<file path="src/hw/platform_pkg.sv">
// peripheral bus widths, slave indices of the peripheral xbar
// and the address decode field
`default_nettype none

package platform_pkg;

    // apb peripheral bus
    localparam int PERIPH_AW = 12;
    localparam int PERIPH_DW = 32;

    // peripheral xbar slaves
    localparam int PERIPH_XBAR_NUM_SLAVES           = 3;
    localparam int PERIPH_XBAR_MTIMER_SLAVE_IDX     = 0;
    localparam int PERIPH_XBAR_LED_DRIVER_SLAVE_IDX = 1;
    localparam int PERIPH_XBAR_UART_SLAVE_IDX       = 2;

    // paddr[9:8] picks the slave
    // select values 0 to 2 are slaves, 3 has no slave behind it
    localparam int PERIPH_SEL_LSB = 8;
    localparam int PERIPH_SEL_W   = 2;

    // register offset inside one slave
    localparam int PERIPH_OFFS_W = 8;

endpackage : platform_pkg

`default_nettype wire

</file>
<file path="src/hw/periph_regs_pkg.sv">
// register offsets and bit positions of the timer, led and uart blocks
`default_nettype none

package periph_regs_pkg;

    // machine timer, 64-bit values as two 32-bit halves
    localparam logic [platform_pkg::PERIPH_OFFS_W-1:0] MTIME_LO_OFFS    = 'h00;
    localparam logic [platform_pkg::PERIPH_OFFS_W-1:0] MTIME_HI_OFFS    = 'h04;
    localparam logic [platform_pkg::PERIPH_OFFS_W-1:0] MTIMECMP_LO_OFFS = 'h08;
    localparam logic [platform_pkg::PERIPH_OFFS_W-1:0] MTIMECMP_HI_OFFS = 'h0C;

    // led driver views of the one status register
    localparam logic [platform_pkg::PERIPH_OFFS_W-1:0] LED_OUT_OFFS = 'h00;
    localparam logic [platform_pkg::PERIPH_OFFS_W-1:0] LED_SET_OFFS = 'h04;
    localparam logic [platform_pkg::PERIPH_OFFS_W-1:0] LED_CLR_OFFS = 'h08;

    // uart transmitter
    localparam logic [platform_pkg::PERIPH_OFFS_W-1:0] UART_DATA_OFFS   = 'h00;
    localparam logic [platform_pkg::PERIPH_OFFS_W-1:0] UART_STATUS_OFFS = 'h04;
    localparam logic [platform_pkg::PERIPH_OFFS_W-1:0] UART_BAUD_OFFS   = 'h08;

    // status bits
    localparam int UART_STATUS_BUSY_BIT = 0;

endpackage : periph_regs_pkg

`default_nettype wire

</file>
<file path="src/hw/led_driver.sv">
// led status register with write, set and clear views
`timescale 1ns/1ps
`default_nettype none

module led_driver (
    input  wire                                    clk_i,
    input  wire                                    reset_i,

    // apb slave
    input  wire                                    psel_i,
    input  wire                                    penable_i,
    input  wire                                    pwrite_i,
    input  wire  [platform_pkg::PERIPH_OFFS_W-1:0] paddr_i,
    input  wire  [platform_pkg::PERIPH_DW-1:0]     pwdata_i,
    output logic [platform_pkg::PERIPH_DW-1:0]     prdata_o,
    output logic                                   pready_o,
    output logic                                   pslverr_o,

    output logic [7:0]                             led_status_o
);

    import periph_regs_pkg::*;

    logic access;
    logic wr_en;
    logic offs_valid;

    assign access   = psel_i & penable_i;
    assign wr_en    = access & pwrite_i;
    assign pready_o = access;

    // set and clear only touch bits written as one
    always_ff @(posedge clk_i) begin
        if (reset_i) begin
            led_status_o <= '0;
        end else if (wr_en) begin
            case (paddr_i)
                LED_OUT_OFFS: led_status_o <= pwdata_i[7:0];
                LED_SET_OFFS: led_status_o <= led_status_o | pwdata_i[7:0];
                LED_CLR_OFFS: led_status_o <= led_status_o & ~pwdata_i[7:0];
                default:      led_status_o <= led_status_o;
            endcase
        end
    end

    // every view reads the same value
    assign offs_valid = (paddr_i == LED_OUT_OFFS) || (paddr_i == LED_SET_OFFS)
                        || (paddr_i == LED_CLR_OFFS);

    always_comb begin
        prdata_o = '0;
        if (offs_valid) begin
            prdata_o[7:0] = led_status_o;
        end
    end

    assign pslverr_o = access & ~offs_valid;

endmodule : led_driver

`default_nettype wire

</file>
<file path="src/hw/mtimer.sv">
// 64-bit machine timer with prescaler, compare register
// and a level timer interrupt
`timescale 1ns/1ps
`default_nettype none

module mtimer #(
    parameter int unsigned TICK_DIV = 1
) (
    input  wire                                    clk_i,
    input  wire                                    reset_i,

    // apb slave
    input  wire                                    psel_i,
    input  wire                                    penable_i,
    input  wire                                    pwrite_i,
    input  wire  [platform_pkg::PERIPH_OFFS_W-1:0] paddr_i,
    input  wire  [platform_pkg::PERIPH_DW-1:0]     pwdata_i,
    output logic [platform_pkg::PERIPH_DW-1:0]     prdata_o,
    output logic                                   pready_o,
    output logic                                   pslverr_o,

    output logic                                   timer_int_o
);

    import periph_regs_pkg::*;

    localparam logic [31:0] TICK_LAST = 32'(TICK_DIV - 1);

    logic [31:0] tick_cnt_q;
    logic        tick;
    logic [63:0] mtime_q;
    logic [63:0] mtimecmp_q;
    logic        access;
    logic        wr_en;
    logic        offs_valid;

    assign access   = psel_i & penable_i;
    assign wr_en    = access & pwrite_i;
    assign pready_o = access;

    // prescaler, one tick every TICK_DIV clocks
    assign tick = (tick_cnt_q == TICK_LAST);

    always_ff @(posedge clk_i) begin
        if (reset_i || tick) begin
            tick_cnt_q <= '0;
        end else begin
            tick_cnt_q <= tick_cnt_q + 32'd1;
        end
    end

    // a bus write wins over the tick in the same cycle
    always_ff @(posedge clk_i) begin
        if (reset_i) begin
            mtime_q <= '0;
        end else if (wr_en && paddr_i == MTIME_LO_OFFS) begin
            mtime_q[31:0] <= pwdata_i;
        end else if (wr_en && paddr_i == MTIME_HI_OFFS) begin
            mtime_q[63:32] <= pwdata_i;
        end else if (tick) begin
            mtime_q <= mtime_q + 64'd1;
        end
    end

    // all ones after reset keeps the interrupt quiet
    always_ff @(posedge clk_i) begin
        if (reset_i) begin
            mtimecmp_q <= '1;
        end else if (wr_en && paddr_i == MTIMECMP_LO_OFFS) begin
            mtimecmp_q[31:0] <= pwdata_i;
        end else if (wr_en && paddr_i == MTIMECMP_HI_OFFS) begin
            mtimecmp_q[63:32] <= pwdata_i;
        end
    end

    // level interrupt, one clock behind the compare
    always_ff @(posedge clk_i) begin
        if (reset_i) begin
            timer_int_o <= 1'b0;
        end else begin
            timer_int_o <= (mtime_q >= mtimecmp_q);
        end
    end

    // read mux
    always_comb begin
        prdata_o   = '0;
        offs_valid = 1'b1;
        case (paddr_i)
            MTIME_LO_OFFS:    prdata_o = mtime_q[31:0];
            MTIME_HI_OFFS:    prdata_o = mtime_q[63:32];
            MTIMECMP_LO_OFFS: prdata_o = mtimecmp_q[31:0];
            MTIMECMP_HI_OFFS: prdata_o = mtimecmp_q[63:32];
            default:          offs_valid = 1'b0;
        endcase
    end

    assign pslverr_o = access & ~offs_valid;

endmodule : mtimer

`default_nettype wire

</file>
<file path="src/hw/periph_xbar.sv">
// apb decoder from one master to the peripheral slaves,
// unmapped selects are answered here with an error
`timescale 1ns/1ps
`default_nettype none

module periph_xbar #(
    parameter int NUM_SLAVES = platform_pkg::PERIPH_XBAR_NUM_SLAVES
) (
    // master side
    input  wire  [platform_pkg::PERIPH_AW-1:0]    paddr_i,
    input  wire                                   psel_i,
    input  wire                                   penable_i,
    input  wire                                   pwrite_i,
    input  wire  [platform_pkg::PERIPH_DW-1:0]    pwdata_i,
    output logic [platform_pkg::PERIPH_DW-1:0]    prdata_o,
    output logic                                  pready_o,
    output logic                                  pslverr_o,

    // slave side
    output logic [NUM_SLAVES-1:0]                 s_psel_o,
    output logic [platform_pkg::PERIPH_OFFS_W-1:0] s_paddr_o,
    output logic                                  s_penable_o,
    output logic                                  s_pwrite_o,
    output logic [platform_pkg::PERIPH_DW-1:0]    s_pwdata_o,
    input  wire  [NUM_SLAVES-1:0][platform_pkg::PERIPH_DW-1:0] s_prdata_i,
    input  wire  [NUM_SLAVES-1:0]                 s_pready_i,
    input  wire  [NUM_SLAVES-1:0]                 s_pslverr_i
);

    import platform_pkg::*;

    logic [PERIPH_SEL_W-1:0] sel_idx;
    logic                    sel_mapped;

    // slave select field of the address
    assign sel_idx    = paddr_i[PERIPH_SEL_LSB +: PERIPH_SEL_W];
    assign sel_mapped = (int'(sel_idx) < NUM_SLAVES);

    // shared request lines, slaves only see their own offset
    assign s_paddr_o   = paddr_i[PERIPH_OFFS_W-1:0];
    assign s_penable_o = penable_i;
    assign s_pwrite_o  = pwrite_i;
    assign s_pwdata_o  = pwdata_i;

    // one-hot slave select
    always_comb begin
        for (int i = 0; i < NUM_SLAVES; i++) begin
            s_psel_o[i] = psel_i && (int'(sel_idx) == i);
        end
    end

    // response mux back to the master
    always_comb begin
        prdata_o  = '0;
        pready_o  = 1'b0;
        pslverr_o = 1'b0;
        for (int i = 0; i < NUM_SLAVES; i++) begin
            if (s_psel_o[i]) begin
                prdata_o  = s_prdata_i[i];
                pready_o  = s_pready_i[i];
                pslverr_o = s_pslverr_i[i];
            end
        end
        // no slave there, finish at once with an error
        if (psel_i && !sel_mapped) begin
            pready_o  = penable_i;
            pslverr_o = penable_i;
        end
    end

endmodule : periph_xbar

`default_nettype wire

</file>
<file path="src/hw/uart_tx.sv">
// apb-programmed 8N1 uart transmitter with baud divider and busy flag
`timescale 1ns/1ps
`default_nettype none

module uart_tx #(
    parameter int unsigned DEFAULT_BAUD_DIV = 868
) (
    input  wire                                    clk_i,
    input  wire                                    reset_i,

    // apb slave
    input  wire                                    psel_i,
    input  wire                                    penable_i,
    input  wire                                    pwrite_i,
    input  wire  [platform_pkg::PERIPH_OFFS_W-1:0] paddr_i,
    input  wire  [platform_pkg::PERIPH_DW-1:0]     pwdata_i,
    output logic [platform_pkg::PERIPH_DW-1:0]     prdata_o,
    output logic                                   pready_o,
    output logic                                   pslverr_o,

    output logic                                   uart_tx_o
);

    import periph_regs_pkg::*;

    logic        access;
    logic        wr_en;
    logic        offs_valid;
    logic        data_wr;
    logic        frame_start;
    logic        bit_end;
    logic        busy_q;
    logic [9:0]  shift_q;
    logic [3:0]  bit_cnt_q;
    logic [15:0] baud_cnt_q;
    logic [15:0] bit_len_q;
    logic [15:0] baud_div_q;

    assign access   = psel_i & penable_i;
    assign wr_en    = access & pwrite_i;
    assign pready_o = access;

    // data written while a frame runs is dropped
    assign data_wr     = wr_en && (paddr_i == UART_DATA_OFFS);
    assign frame_start = data_wr && !busy_q;

    always_ff @(posedge clk_i) begin
        if (reset_i) begin
            baud_div_q <= 16'(DEFAULT_BAUD_DIV);
        end else if (wr_en && paddr_i == UART_BAUD_OFFS) begin
            baud_div_q <= pwdata_i[15:0];
        end
    end

    // bit length frozen for the whole frame
    always_ff @(posedge clk_i) begin
        if (frame_start) begin
            bit_len_q <= baud_div_q;
        end
    end

    assign bit_end = (baud_cnt_q == bit_len_q - 16'd1);

    // stop, data lsb first, start; ones shift in behind the frame
    always_ff @(posedge clk_i) begin
        if (reset_i) begin
            busy_q     <= 1'b0;
            shift_q    <= '1;
            bit_cnt_q  <= '0;
            baud_cnt_q <= '0;
        end else if (frame_start) begin
            busy_q     <= 1'b1;
            shift_q    <= {1'b1, pwdata_i[7:0], 1'b0};
            bit_cnt_q  <= '0;
            baud_cnt_q <= '0;
        end else if (busy_q) begin
            if (bit_end) begin
                baud_cnt_q <= '0;
                shift_q    <= {1'b1, shift_q[9:1]};
                bit_cnt_q  <= bit_cnt_q + 4'd1;
                // stop bit done
                if (bit_cnt_q == 4'd9) begin
                    busy_q <= 1'b0;
                end
            end else begin
                baud_cnt_q <= baud_cnt_q + 16'd1;
            end
        end
    end

    assign uart_tx_o = shift_q[0];

    // read mux, data register reads as zero
    always_comb begin
        prdata_o   = '0;
        offs_valid = 1'b1;
        case (paddr_i)
            UART_DATA_OFFS:   prdata_o = '0;
            UART_STATUS_OFFS: prdata_o[UART_STATUS_BUSY_BIT] = busy_q;
            UART_BAUD_OFFS:   prdata_o[15:0] = baud_div_q;
            default:          offs_valid = 1'b0;
        endcase
    end

    assign pslverr_o = (access & ~offs_valid) | (data_wr & busy_q);

endmodule : uart_tx

`default_nettype wire

</file>
<file path="src/hw/yarc_periph_top.sv">
// peripheral top level: apb decoder with machine timer,
// led driver and uart transmitter behind it
`timescale 1ns/1ps
`default_nettype none

module yarc_periph_top #(
    parameter int unsigned TICK_DIV         = 10,
    parameter int unsigned DEFAULT_BAUD_DIV = 868
) (
    input  wire                                 clk_i,
    input  wire                                 reset_i,

    // apb slave port
    input  wire  [platform_pkg::PERIPH_AW-1:0]  paddr_i,
    input  wire                                 psel_i,
    input  wire                                 penable_i,
    input  wire                                 pwrite_i,
    input  wire  [platform_pkg::PERIPH_DW-1:0]  pwdata_i,
    output logic [platform_pkg::PERIPH_DW-1:0]  prdata_o,
    output logic                                pready_o,
    output logic                                pslverr_o,

    // peripheral lines
    output logic [7:0]                          led_status_o,
    output logic                                uart_tx_o,
    output logic                                timer_int_o
);

    import platform_pkg::*;

    // routed bus between xbar and slaves
    logic [PERIPH_XBAR_NUM_SLAVES-1:0]                s_psel;
    logic [PERIPH_OFFS_W-1:0]                         s_paddr;
    logic                                             s_penable;
    logic                                             s_pwrite;
    logic [PERIPH_DW-1:0]                             s_pwdata;
    logic [PERIPH_XBAR_NUM_SLAVES-1:0][PERIPH_DW-1:0] s_prdata;
    logic [PERIPH_XBAR_NUM_SLAVES-1:0]                s_pready;
    logic [PERIPH_XBAR_NUM_SLAVES-1:0]                s_pslverr;

    periph_xbar #(.NUM_SLAVES(PERIPH_XBAR_NUM_SLAVES)) periph_xbar_i (
        .paddr_i(paddr_i), .psel_i(psel_i), .penable_i(penable_i),
        .pwrite_i(pwrite_i), .pwdata_i(pwdata_i),
        .prdata_o(prdata_o), .pready_o(pready_o), .pslverr_o(pslverr_o),
        .s_psel_o(s_psel), .s_paddr_o(s_paddr), .s_penable_o(s_penable),
        .s_pwrite_o(s_pwrite), .s_pwdata_o(s_pwdata),
        .s_prdata_i(s_prdata), .s_pready_i(s_pready), .s_pslverr_i(s_pslverr)
    );

    // machine timer
    mtimer #(.TICK_DIV(TICK_DIV)) mtimer_i (
        .clk_i(clk_i), .reset_i(reset_i),
        .psel_i(s_psel[PERIPH_XBAR_MTIMER_SLAVE_IDX]), .penable_i(s_penable),
        .pwrite_i(s_pwrite), .paddr_i(s_paddr), .pwdata_i(s_pwdata),
        .prdata_o(s_prdata[PERIPH_XBAR_MTIMER_SLAVE_IDX]),
        .pready_o(s_pready[PERIPH_XBAR_MTIMER_SLAVE_IDX]),
        .pslverr_o(s_pslverr[PERIPH_XBAR_MTIMER_SLAVE_IDX]),
        .timer_int_o(timer_int_o)
    );

    // led driver
    led_driver led_driver_i (
        .clk_i(clk_i), .reset_i(reset_i),
        .psel_i(s_psel[PERIPH_XBAR_LED_DRIVER_SLAVE_IDX]), .penable_i(s_penable),
        .pwrite_i(s_pwrite), .paddr_i(s_paddr), .pwdata_i(s_pwdata),
        .prdata_o(s_prdata[PERIPH_XBAR_LED_DRIVER_SLAVE_IDX]),
        .pready_o(s_pready[PERIPH_XBAR_LED_DRIVER_SLAVE_IDX]),
        .pslverr_o(s_pslverr[PERIPH_XBAR_LED_DRIVER_SLAVE_IDX]),
        .led_status_o(led_status_o)
    );

    // uart transmitter
    uart_tx #(.DEFAULT_BAUD_DIV(DEFAULT_BAUD_DIV)) uart_tx_i (
        .clk_i(clk_i), .reset_i(reset_i),
        .psel_i(s_psel[PERIPH_XBAR_UART_SLAVE_IDX]), .penable_i(s_penable),
        .pwrite_i(s_pwrite), .paddr_i(s_paddr), .pwdata_i(s_pwdata),
        .prdata_o(s_prdata[PERIPH_XBAR_UART_SLAVE_IDX]),
        .pready_o(s_pready[PERIPH_XBAR_UART_SLAVE_IDX]),
        .pslverr_o(s_pslverr[PERIPH_XBAR_UART_SLAVE_IDX]),
        .uart_tx_o(uart_tx_o)
    );

endmodule : yarc_periph_top

`default_nettype wire

</file>
<file path="config.mk">
export PLATFORM = sky130hd
export DESIGN_NAME = yarc_periph_top
export DESIGN_NICKNAME = d
export VERILOG_FILES = /design/src/hw/platform_pkg.sv /design/src/hw/periph_regs_pkg.sv /design/src/hw/led_driver.sv /design/src/hw/mtimer.sv /design/src/hw/periph_xbar.sv /design/src/hw/uart_tx.sv /design/src/hw/yarc_periph_top.sv
export SDC_FILE = /design/constraint.sdc
export NUM_CORES = 1
export LEC_CHECK = 0
export ABC_AREA = 1
export ABC_CLOCK_PERIOD_IN_PS = 2100
export BUFFER_PORTS_ARGS = -buffer_cell sky130_fd_sc_hd__buf_2
export CORE_ASPECT_RATIO = 0.5
export CORE_MARGIN = 1
export CORE_UTILIZATION = 53
export DETAILED_ROUTE_END_ITERATION = 16
export PLACE_DENSITY = 0.82
export SLEW_MARGIN = 20
export SYNTH_ARGS = -nofsm -noshare
export SYNTH_HDL_FRONTEND = slang
export SYNTH_SLANG_ARGS = --single-unit
</file>
<file path="constraint.sdc">
create_clock -name clk_i -period 2.1 [get_ports clk_i]
set_clock_uncertainty 0.1 [all_clocks]
set_input_delay 0.315 -clock clk_i [delete_from_list [all_inputs] [get_ports clk_i]]
set_output_delay 0.315 -clock clk_i [all_outputs]
set_load 0.01 [all_outputs]
</file>
; ---- After elaboration in Yosys (flattened, before gate mapping)
; Cells that the tools add are included.
[word_totals]
regBits = 231
inputBits = 49
output_inout_bits = 44
wordCells = 110
[op_classes]
add_sub_neg = 5
magnitude_cmp = 2
n_eq_ne = 9
muxes = 30
bitwise = 19
n_reduce_logical = 32
[ops]
columns = op, count
row1 = two-way mux 32 bit, 6
row2 = case mux 32 bit (4 select lines), 1
row3 = "adder 64 x 1 -> 64 bit, second input constant", 1
row4 = >= comparator 64 bit, 1
row5 = two-way mux 64 bit, 1
row6 = "adder 32 x 1 -> 32 bit, second input constant", 1
row7 = "equality test 32 x 4 -> 1 bit, second input constant", 1
row8 = two-way mux 9 bit, 3
row9 = case mux 8 bit (3 select lines), 1
row10 = "adder 16 x 1 -> 16 bit, second input constant", 1
row11 = equality test 16 bit, 1
row12 = "equality test 8 x 4 -> 1 bit, second input constant", 2
row13 = two-way mux 16 bit, 1
row14 = "subtractor 16 x 1 -> 16 bit, second input constant", 1
row15 = two-way mux 15 bit, 1
row16 = two-way mux 1 bit, 14
row17 = AND reduction 2 bit, 6
row18 = logical AND 1 bit, 11
row19 = AND 1 bit, 10
row20 = AND 8 bit, 1
row21 = "equality test 8 x 3 -> 1 bit, second input constant", 1
row22 = zero test 8 bit, 1
row23 = two-way mux 8 bit, 1
row24 = inverter 8 bit, 1
row25 = 17 further kinds, 28

; ---- Longest topological paths before layout
[depth]
depth_word = 9
mapped_depth = 15
ltp_nobuf = 15

; ---- Cells and area by module
; Synthesis repeated with hierarchy kept, for this count alone.
[unflattened]
hier_cells = 2711
area_unflattened_um2 = 17182.7
[modules_own_cells]
columns = module, n_inst, cells_per_inst, area_each_um2
row1 = mtimer, 1, 1863, 11726.2
row2 = uart_tx, 1, 535, 3718.6
row3 = periph_xbar, 1, 197, 989.7
row4 = led_driver, 1, 116, 748.2

; ---- Worst setup path after synthesis
; No wires, ideal clock.
[synth_path]
kind = input port to output port
from = in paddr_i[1] (netlist name)
to = out prdata_o[30] (netlist name)
t_arrival_ps = 1771
required_time_ps = 1685
slack_ps = -86
path_stages = 11
n_path_buf = 1
cell_sequence = or2_4 > nor2_4 > nand2_2 > clkinv_2 > nor2_2 > nand2_2 > inv_2 > a21oi_4 > inv_2 > buf_2 > a21oi_1
[synth_between]
elab_chain_cells = 5
elab_cells_between_ends = 8
cone_classes = eq/ne: 3 / mux: 4 / reduce/logical: 1
[synth_rtl]
columns = item, line_no
row1 = from (decl), yarc_periph_top.sv:14  ; input wire [platform_pkg::PERIPH_AW-1:0] paddr_i,
row2 = "equality test 8 x 4 -> 1 bit, or another cell as far along", mtimer.sv:89  ; case (paddr_i)
row3 = case mux 32 bit (4 select lines) *, mtimer.sv:89
row4 = two-way mux 32 bit * (3 in a row), periph_xbar.sv:58  ; if (s_psel_o[i]) begin
row5 = to (decl), yarc_periph_top.sv:19  ; output logic [platform_pkg::PERIPH_DW-1:0] prdata_o,
; Every way passes the cells marked *; elsewhere a longest branch is shown, timed or not.

; ---- Final worst setup path
[layout_path]
from = reg uart_tx_i.bit_len_q[0]
to = reg uart_tx_i.baud_cnt_q[11]
[layout_between]
elab_chain_cells = 3
[layout_rtl]
columns = item, line_no
row1 = from (decl), uart_tx.sv:36  ; logic [15:0] bit_len_q;
row2 = from (signal assigned), uart_tx.sv:58  ; bit_len_q <= baud_div_q;
row3 = subtractor 16 x 1 -> 16 bit, uart_tx.sv:62  ; assign bit_end = (baud_cnt_q == bit_len_q - 16'd1);
row4 = equality test 16 bit, uart_tx.sv:62
row5 = two-way mux 16 bit, uart_tx.sv:77  ; if (bit_end) begin
row6 = to (signal assigned), uart_tx.sv:86  ; baud_cnt_q <= baud_cnt_q + 16'd1;
row7 = to (decl), uart_tx.sv:35  ; logic [15:0] baud_cnt_q;
; No other way between the ends.
; A chain may end at the register's enable or synchronous reset.

==> results.yml <==
sta:
  rsz0062_at_grt: "true"
  final.min_clock_period_ns: 2.435
  fmax_mhz: 410.7
  final_max_slew_viol_count: 0
  worstMarginPinSlew_ns: 0.5940
  slew_headroom_pct: 60.23
  finalSetupViolCount: 63
  finalCritPeriodShare_pct: 116.0
  worst_slack_ns: -0.3351
  setup-tns-final_ns: -14.62
  hold_violations: 0
detailed_routing:
  vias: 18560
  viasPerCell: 5.984
  routed_wl_um: 61330
  drc_errors: 0
  drtPass1Iterations: 8
  drtIter0Drc: 2302
  wl_per_cell_um: 19.77
  ant_nets: 0
critical_path:
  end_kind: "flop"
  crit_fanout: 7
  timing_worst_setup_path_type: "reg2reg"
  worstPathArrival_ns: 2.76
  cpPeakStageDelay_ns: 0.42
  reg2reg_depth: 15
  startpoint_type: "flop"
  worstPathCellList: "inv_2, ha_4, nand2_4, nor2_4, buf_6, nand3b_1, nand2_1, nand2_1, inv_2, nand3b_1, nor2_2, nand3_2, nand2_4, clkbuf_16, nor2_2"
  cpMaxStageDelayCell: "edfxtp_1"
  crit_required_ns: 2.42
clocking:
  cts_root_buffer: "clkbuf_16"
  clock_sinks: 231
  clk_latency_ns: 0.55
  cts_buffer_depth: 3
  htreeDepth: 1
  clkSlewWorstSetupHoldPaths_ns: 0.07
  cts_tree: "built"
  cts_buffers: 23
cells_and_area:
  fin_nets: 2823
  finalCoreUtilization_pct: 76.02
  drive_gt1_share_pct: 30.01
  area_growth_syn_to_layout_pct: 40.58
logic_synthesis:
  synthCells: 2248
  yosysSeqAreaShare_pct: 31.87
  synth_nets: 2368
  synth-main-ff-cell: "dfxtp_1"
  synth_cell_types: 53
  synth_seq_cells: 231
  avgSynthCellArea_um2: 6.678
  ys_async_sr_fraction_pct: 0
  yosys_warnings: 0
  synth_edf_count: 16
  synth_area_um2: 15010
global_routing:
  grt_max_degree: 75
  grt_usage_pct: 39.84
  grt_pass1_vias: 16900
  gr-total-overflow: 0
  grt_antenna_before_repair: 2
  grt_pass1_wl_um: 90160
floorplan:
  die_h_um: 121.0
  rows: 43
  die_w_um: 240.0
  core-area_um2: 27760
  die-area_um2: 29040
  initial_core_util_pct: 54.07
  ios: 93
placed_design:
  post-dp-hpwl_um: 42570
  place_congestion: 1.038
  numPortBuffers: 90
run_status:
  status: "finished, violations left"
  violations: "setup timing"
pwr:
  peakVddDrop_mv: 0.5323
  p_leak_uw: 0.009463
  p_per_area_nw_per_um2: 438.4
run:
  cap_violations: 0
min_path:
  hold_path_depth: 3
  hold_class: "in2reg"
sequential cells by signal, summed over array words and instances, names as in the netlist:
| name | count |
|---|---|
| mtimer_i.timer_int_o | 1 |
| uart_tx_i.baud_cnt_q | 16 |
| mtimer_i.tick_cnt_q | 32 |
| mtimer_i.mtime_q | 64 |
| uart_tx_i.busy_q | 1 |
| uart_tx_i.shift_q | 9 |
| uart_tx_i.bit_cnt_q | 4 |
| mtimer_i.mtimecmp_q | 64 |
| uart_tx_i.baud_div_q | 16 |
| led_driver_i.led_status_o | 8 |
| uart_tx_i.bit_len_q | 16 |
layout make-up:
type / count / area, µm²
Clock buffer: 36 / 695.7
Antenna cell: 1 / 2.502
Multi-Input combinational cell: 1686 / 9881
Sequential cell: 231 / 4820
Inverter: 256 / 975.9
Fill cell: 1969 / 6658
Tap cell: 382 / 478.0
Clock inverter: 5 / 78.83
Timing Repair Buffer: 505 / 4173
final timing paths:
path	start	endpoint	slack, ns
worst max register to register	uart_tx_i.bit_len_q[0]	uart_tx_i.baud_cnt_q[11]	-0.34
worst max-delay path	uart_tx_i.bit_len_q[0]	uart_tx_i.baud_cnt_q[11]	-0.34
worst min-delay path	pwdata_i[16]	mtimer_i.mtimecmp_q[16]	0.006
worst min register to register	uart_tx_i.baud_div_q[10]	uart_tx_i.bit_len_q[10]	0.37
worst max-delay path, delay by kind of cell, from the launching register on:
kind	cells	cell delay (ns)
and+or+nand+nor	10	1.12
DFF	1	0.42
adders and majority gates	1	0.18
buffers and inverters	4	0.49
metrics by stage:
stage                     worst slack [ns]  cells  power, µW  hold slack (ns)  cell area [µm²]
after global placement             -0.2263   3004       4825           0.3437            18630
final                              -0.3351   3102       9251         0.006304            21100
after CTS                          -0.2111   3081       9162         0.002360            20140
after global routing               -0.3864   3101       9439          0.01792            21100
after floorplan                   -0.01462   2248       4649           0.3282            15120
after detailed placement           -0.3473   3004       4829           0.3476            18630
timing repair:
| action | CTS | global route |
|---|---|---|
| hold buffers | 15 | 0 |
| cloned | 2 | 1 |
| endpoints found under the setup margin | 99 | 154 |
| pin swaps | 42 | 74 |
| endpoints found under the hold margin | 37 | 0 |
| resized for setup | 106 | 226 |
| setup buffers | 21 | 21 |
report_power, final:
group | leakage, µW | total [µW] | internal (µW) | switching [µW]
Clock | 0.000381 | 4450 | 2520 | 1920
Sequential | 0.00192 | 4430 | 4420 | 4.66
Combinational | 0.00716 | 376 | 127 | 248
Total | 0.00946 | 9250 | 7080 | 2170
Yosys cell counts, drive strengths merged (2+ instances only):
cell type,count,share of area (%)
and2,2,0.083
clkbuf,37,0.93
a31oi,19,0.89
clkinv,2,0.058
a22oi,4,0.20
nor4,15,0.67
xor2,53,3.1
ha,71,5.9
o21ai,84,2.8
nor3b,6,0.30
a221oi,10,0.58
a21oi,118,4.1
o22ai,34,1.4
a22o,4,0.23
nand3,157,5.4
nor3,66,2.3
dfxtp,215,29
nand2,589,15
o221ai,4,0.23
xnor2,20,1.2
nand4,49,2.0
dlygate4sd1,2,0.12
nand3b,8,0.40
o211ai,86,4.3
edfxtp,16,3.2
a211oi,5,0.25
buf,35,1.5
nor2,268,7.3
inv,254,6.4
or2,10,0.43
cells in the final DEF (no fill, tap or decap), drive strengths merged, types with 6 or more instances in the layout:
| cell | n |
|---|---|
| nor2 | 268 |
| nor3b | 6 |
| xnor2 | 20 |
| buf | 489 |
| a221oi | 10 |
| dlygate4sd3 | 15 |
| nand4 | 49 |
| dfxtp | 215 |
| o22ai | 34 |
| inv | 255 |
| nand3 | 157 |
| a21oi | 118 |
| edfxtp | 16 |
| ha | 71 |
| a31oi | 19 |
| o21ai | 84 |
| nor3 | 66 |
| or2 | 10 |
| o211ai | 86 |
| nor4 | 15 |
| xor2 | 53 |
| clkbuf | 37 |
| nand2 | 589 |
| nand3b | 8 |
logic make-up after synthesis:
logic type,after synthesis,share of synthesized area [%]
XOR/XNOR,73,4.259
buffers and inverters,331,8.993
adder cells (fa/ha/maj),71,5.918
AND/OR/NAND/NOR,1171,33.78
AO/OA/AOI/OAI,371,15.18
flip-flops,231,31.87
metal layers:
metal  track usage, %  wire length, µm  share of wire (%)
met5                0               14              0.023
met4            20.22             3890                6.3
met3            10.44             7692                 13
met2            63.53            26800                 44
met1            49.75            22930                 37
(Power assumes the default switching activity.)
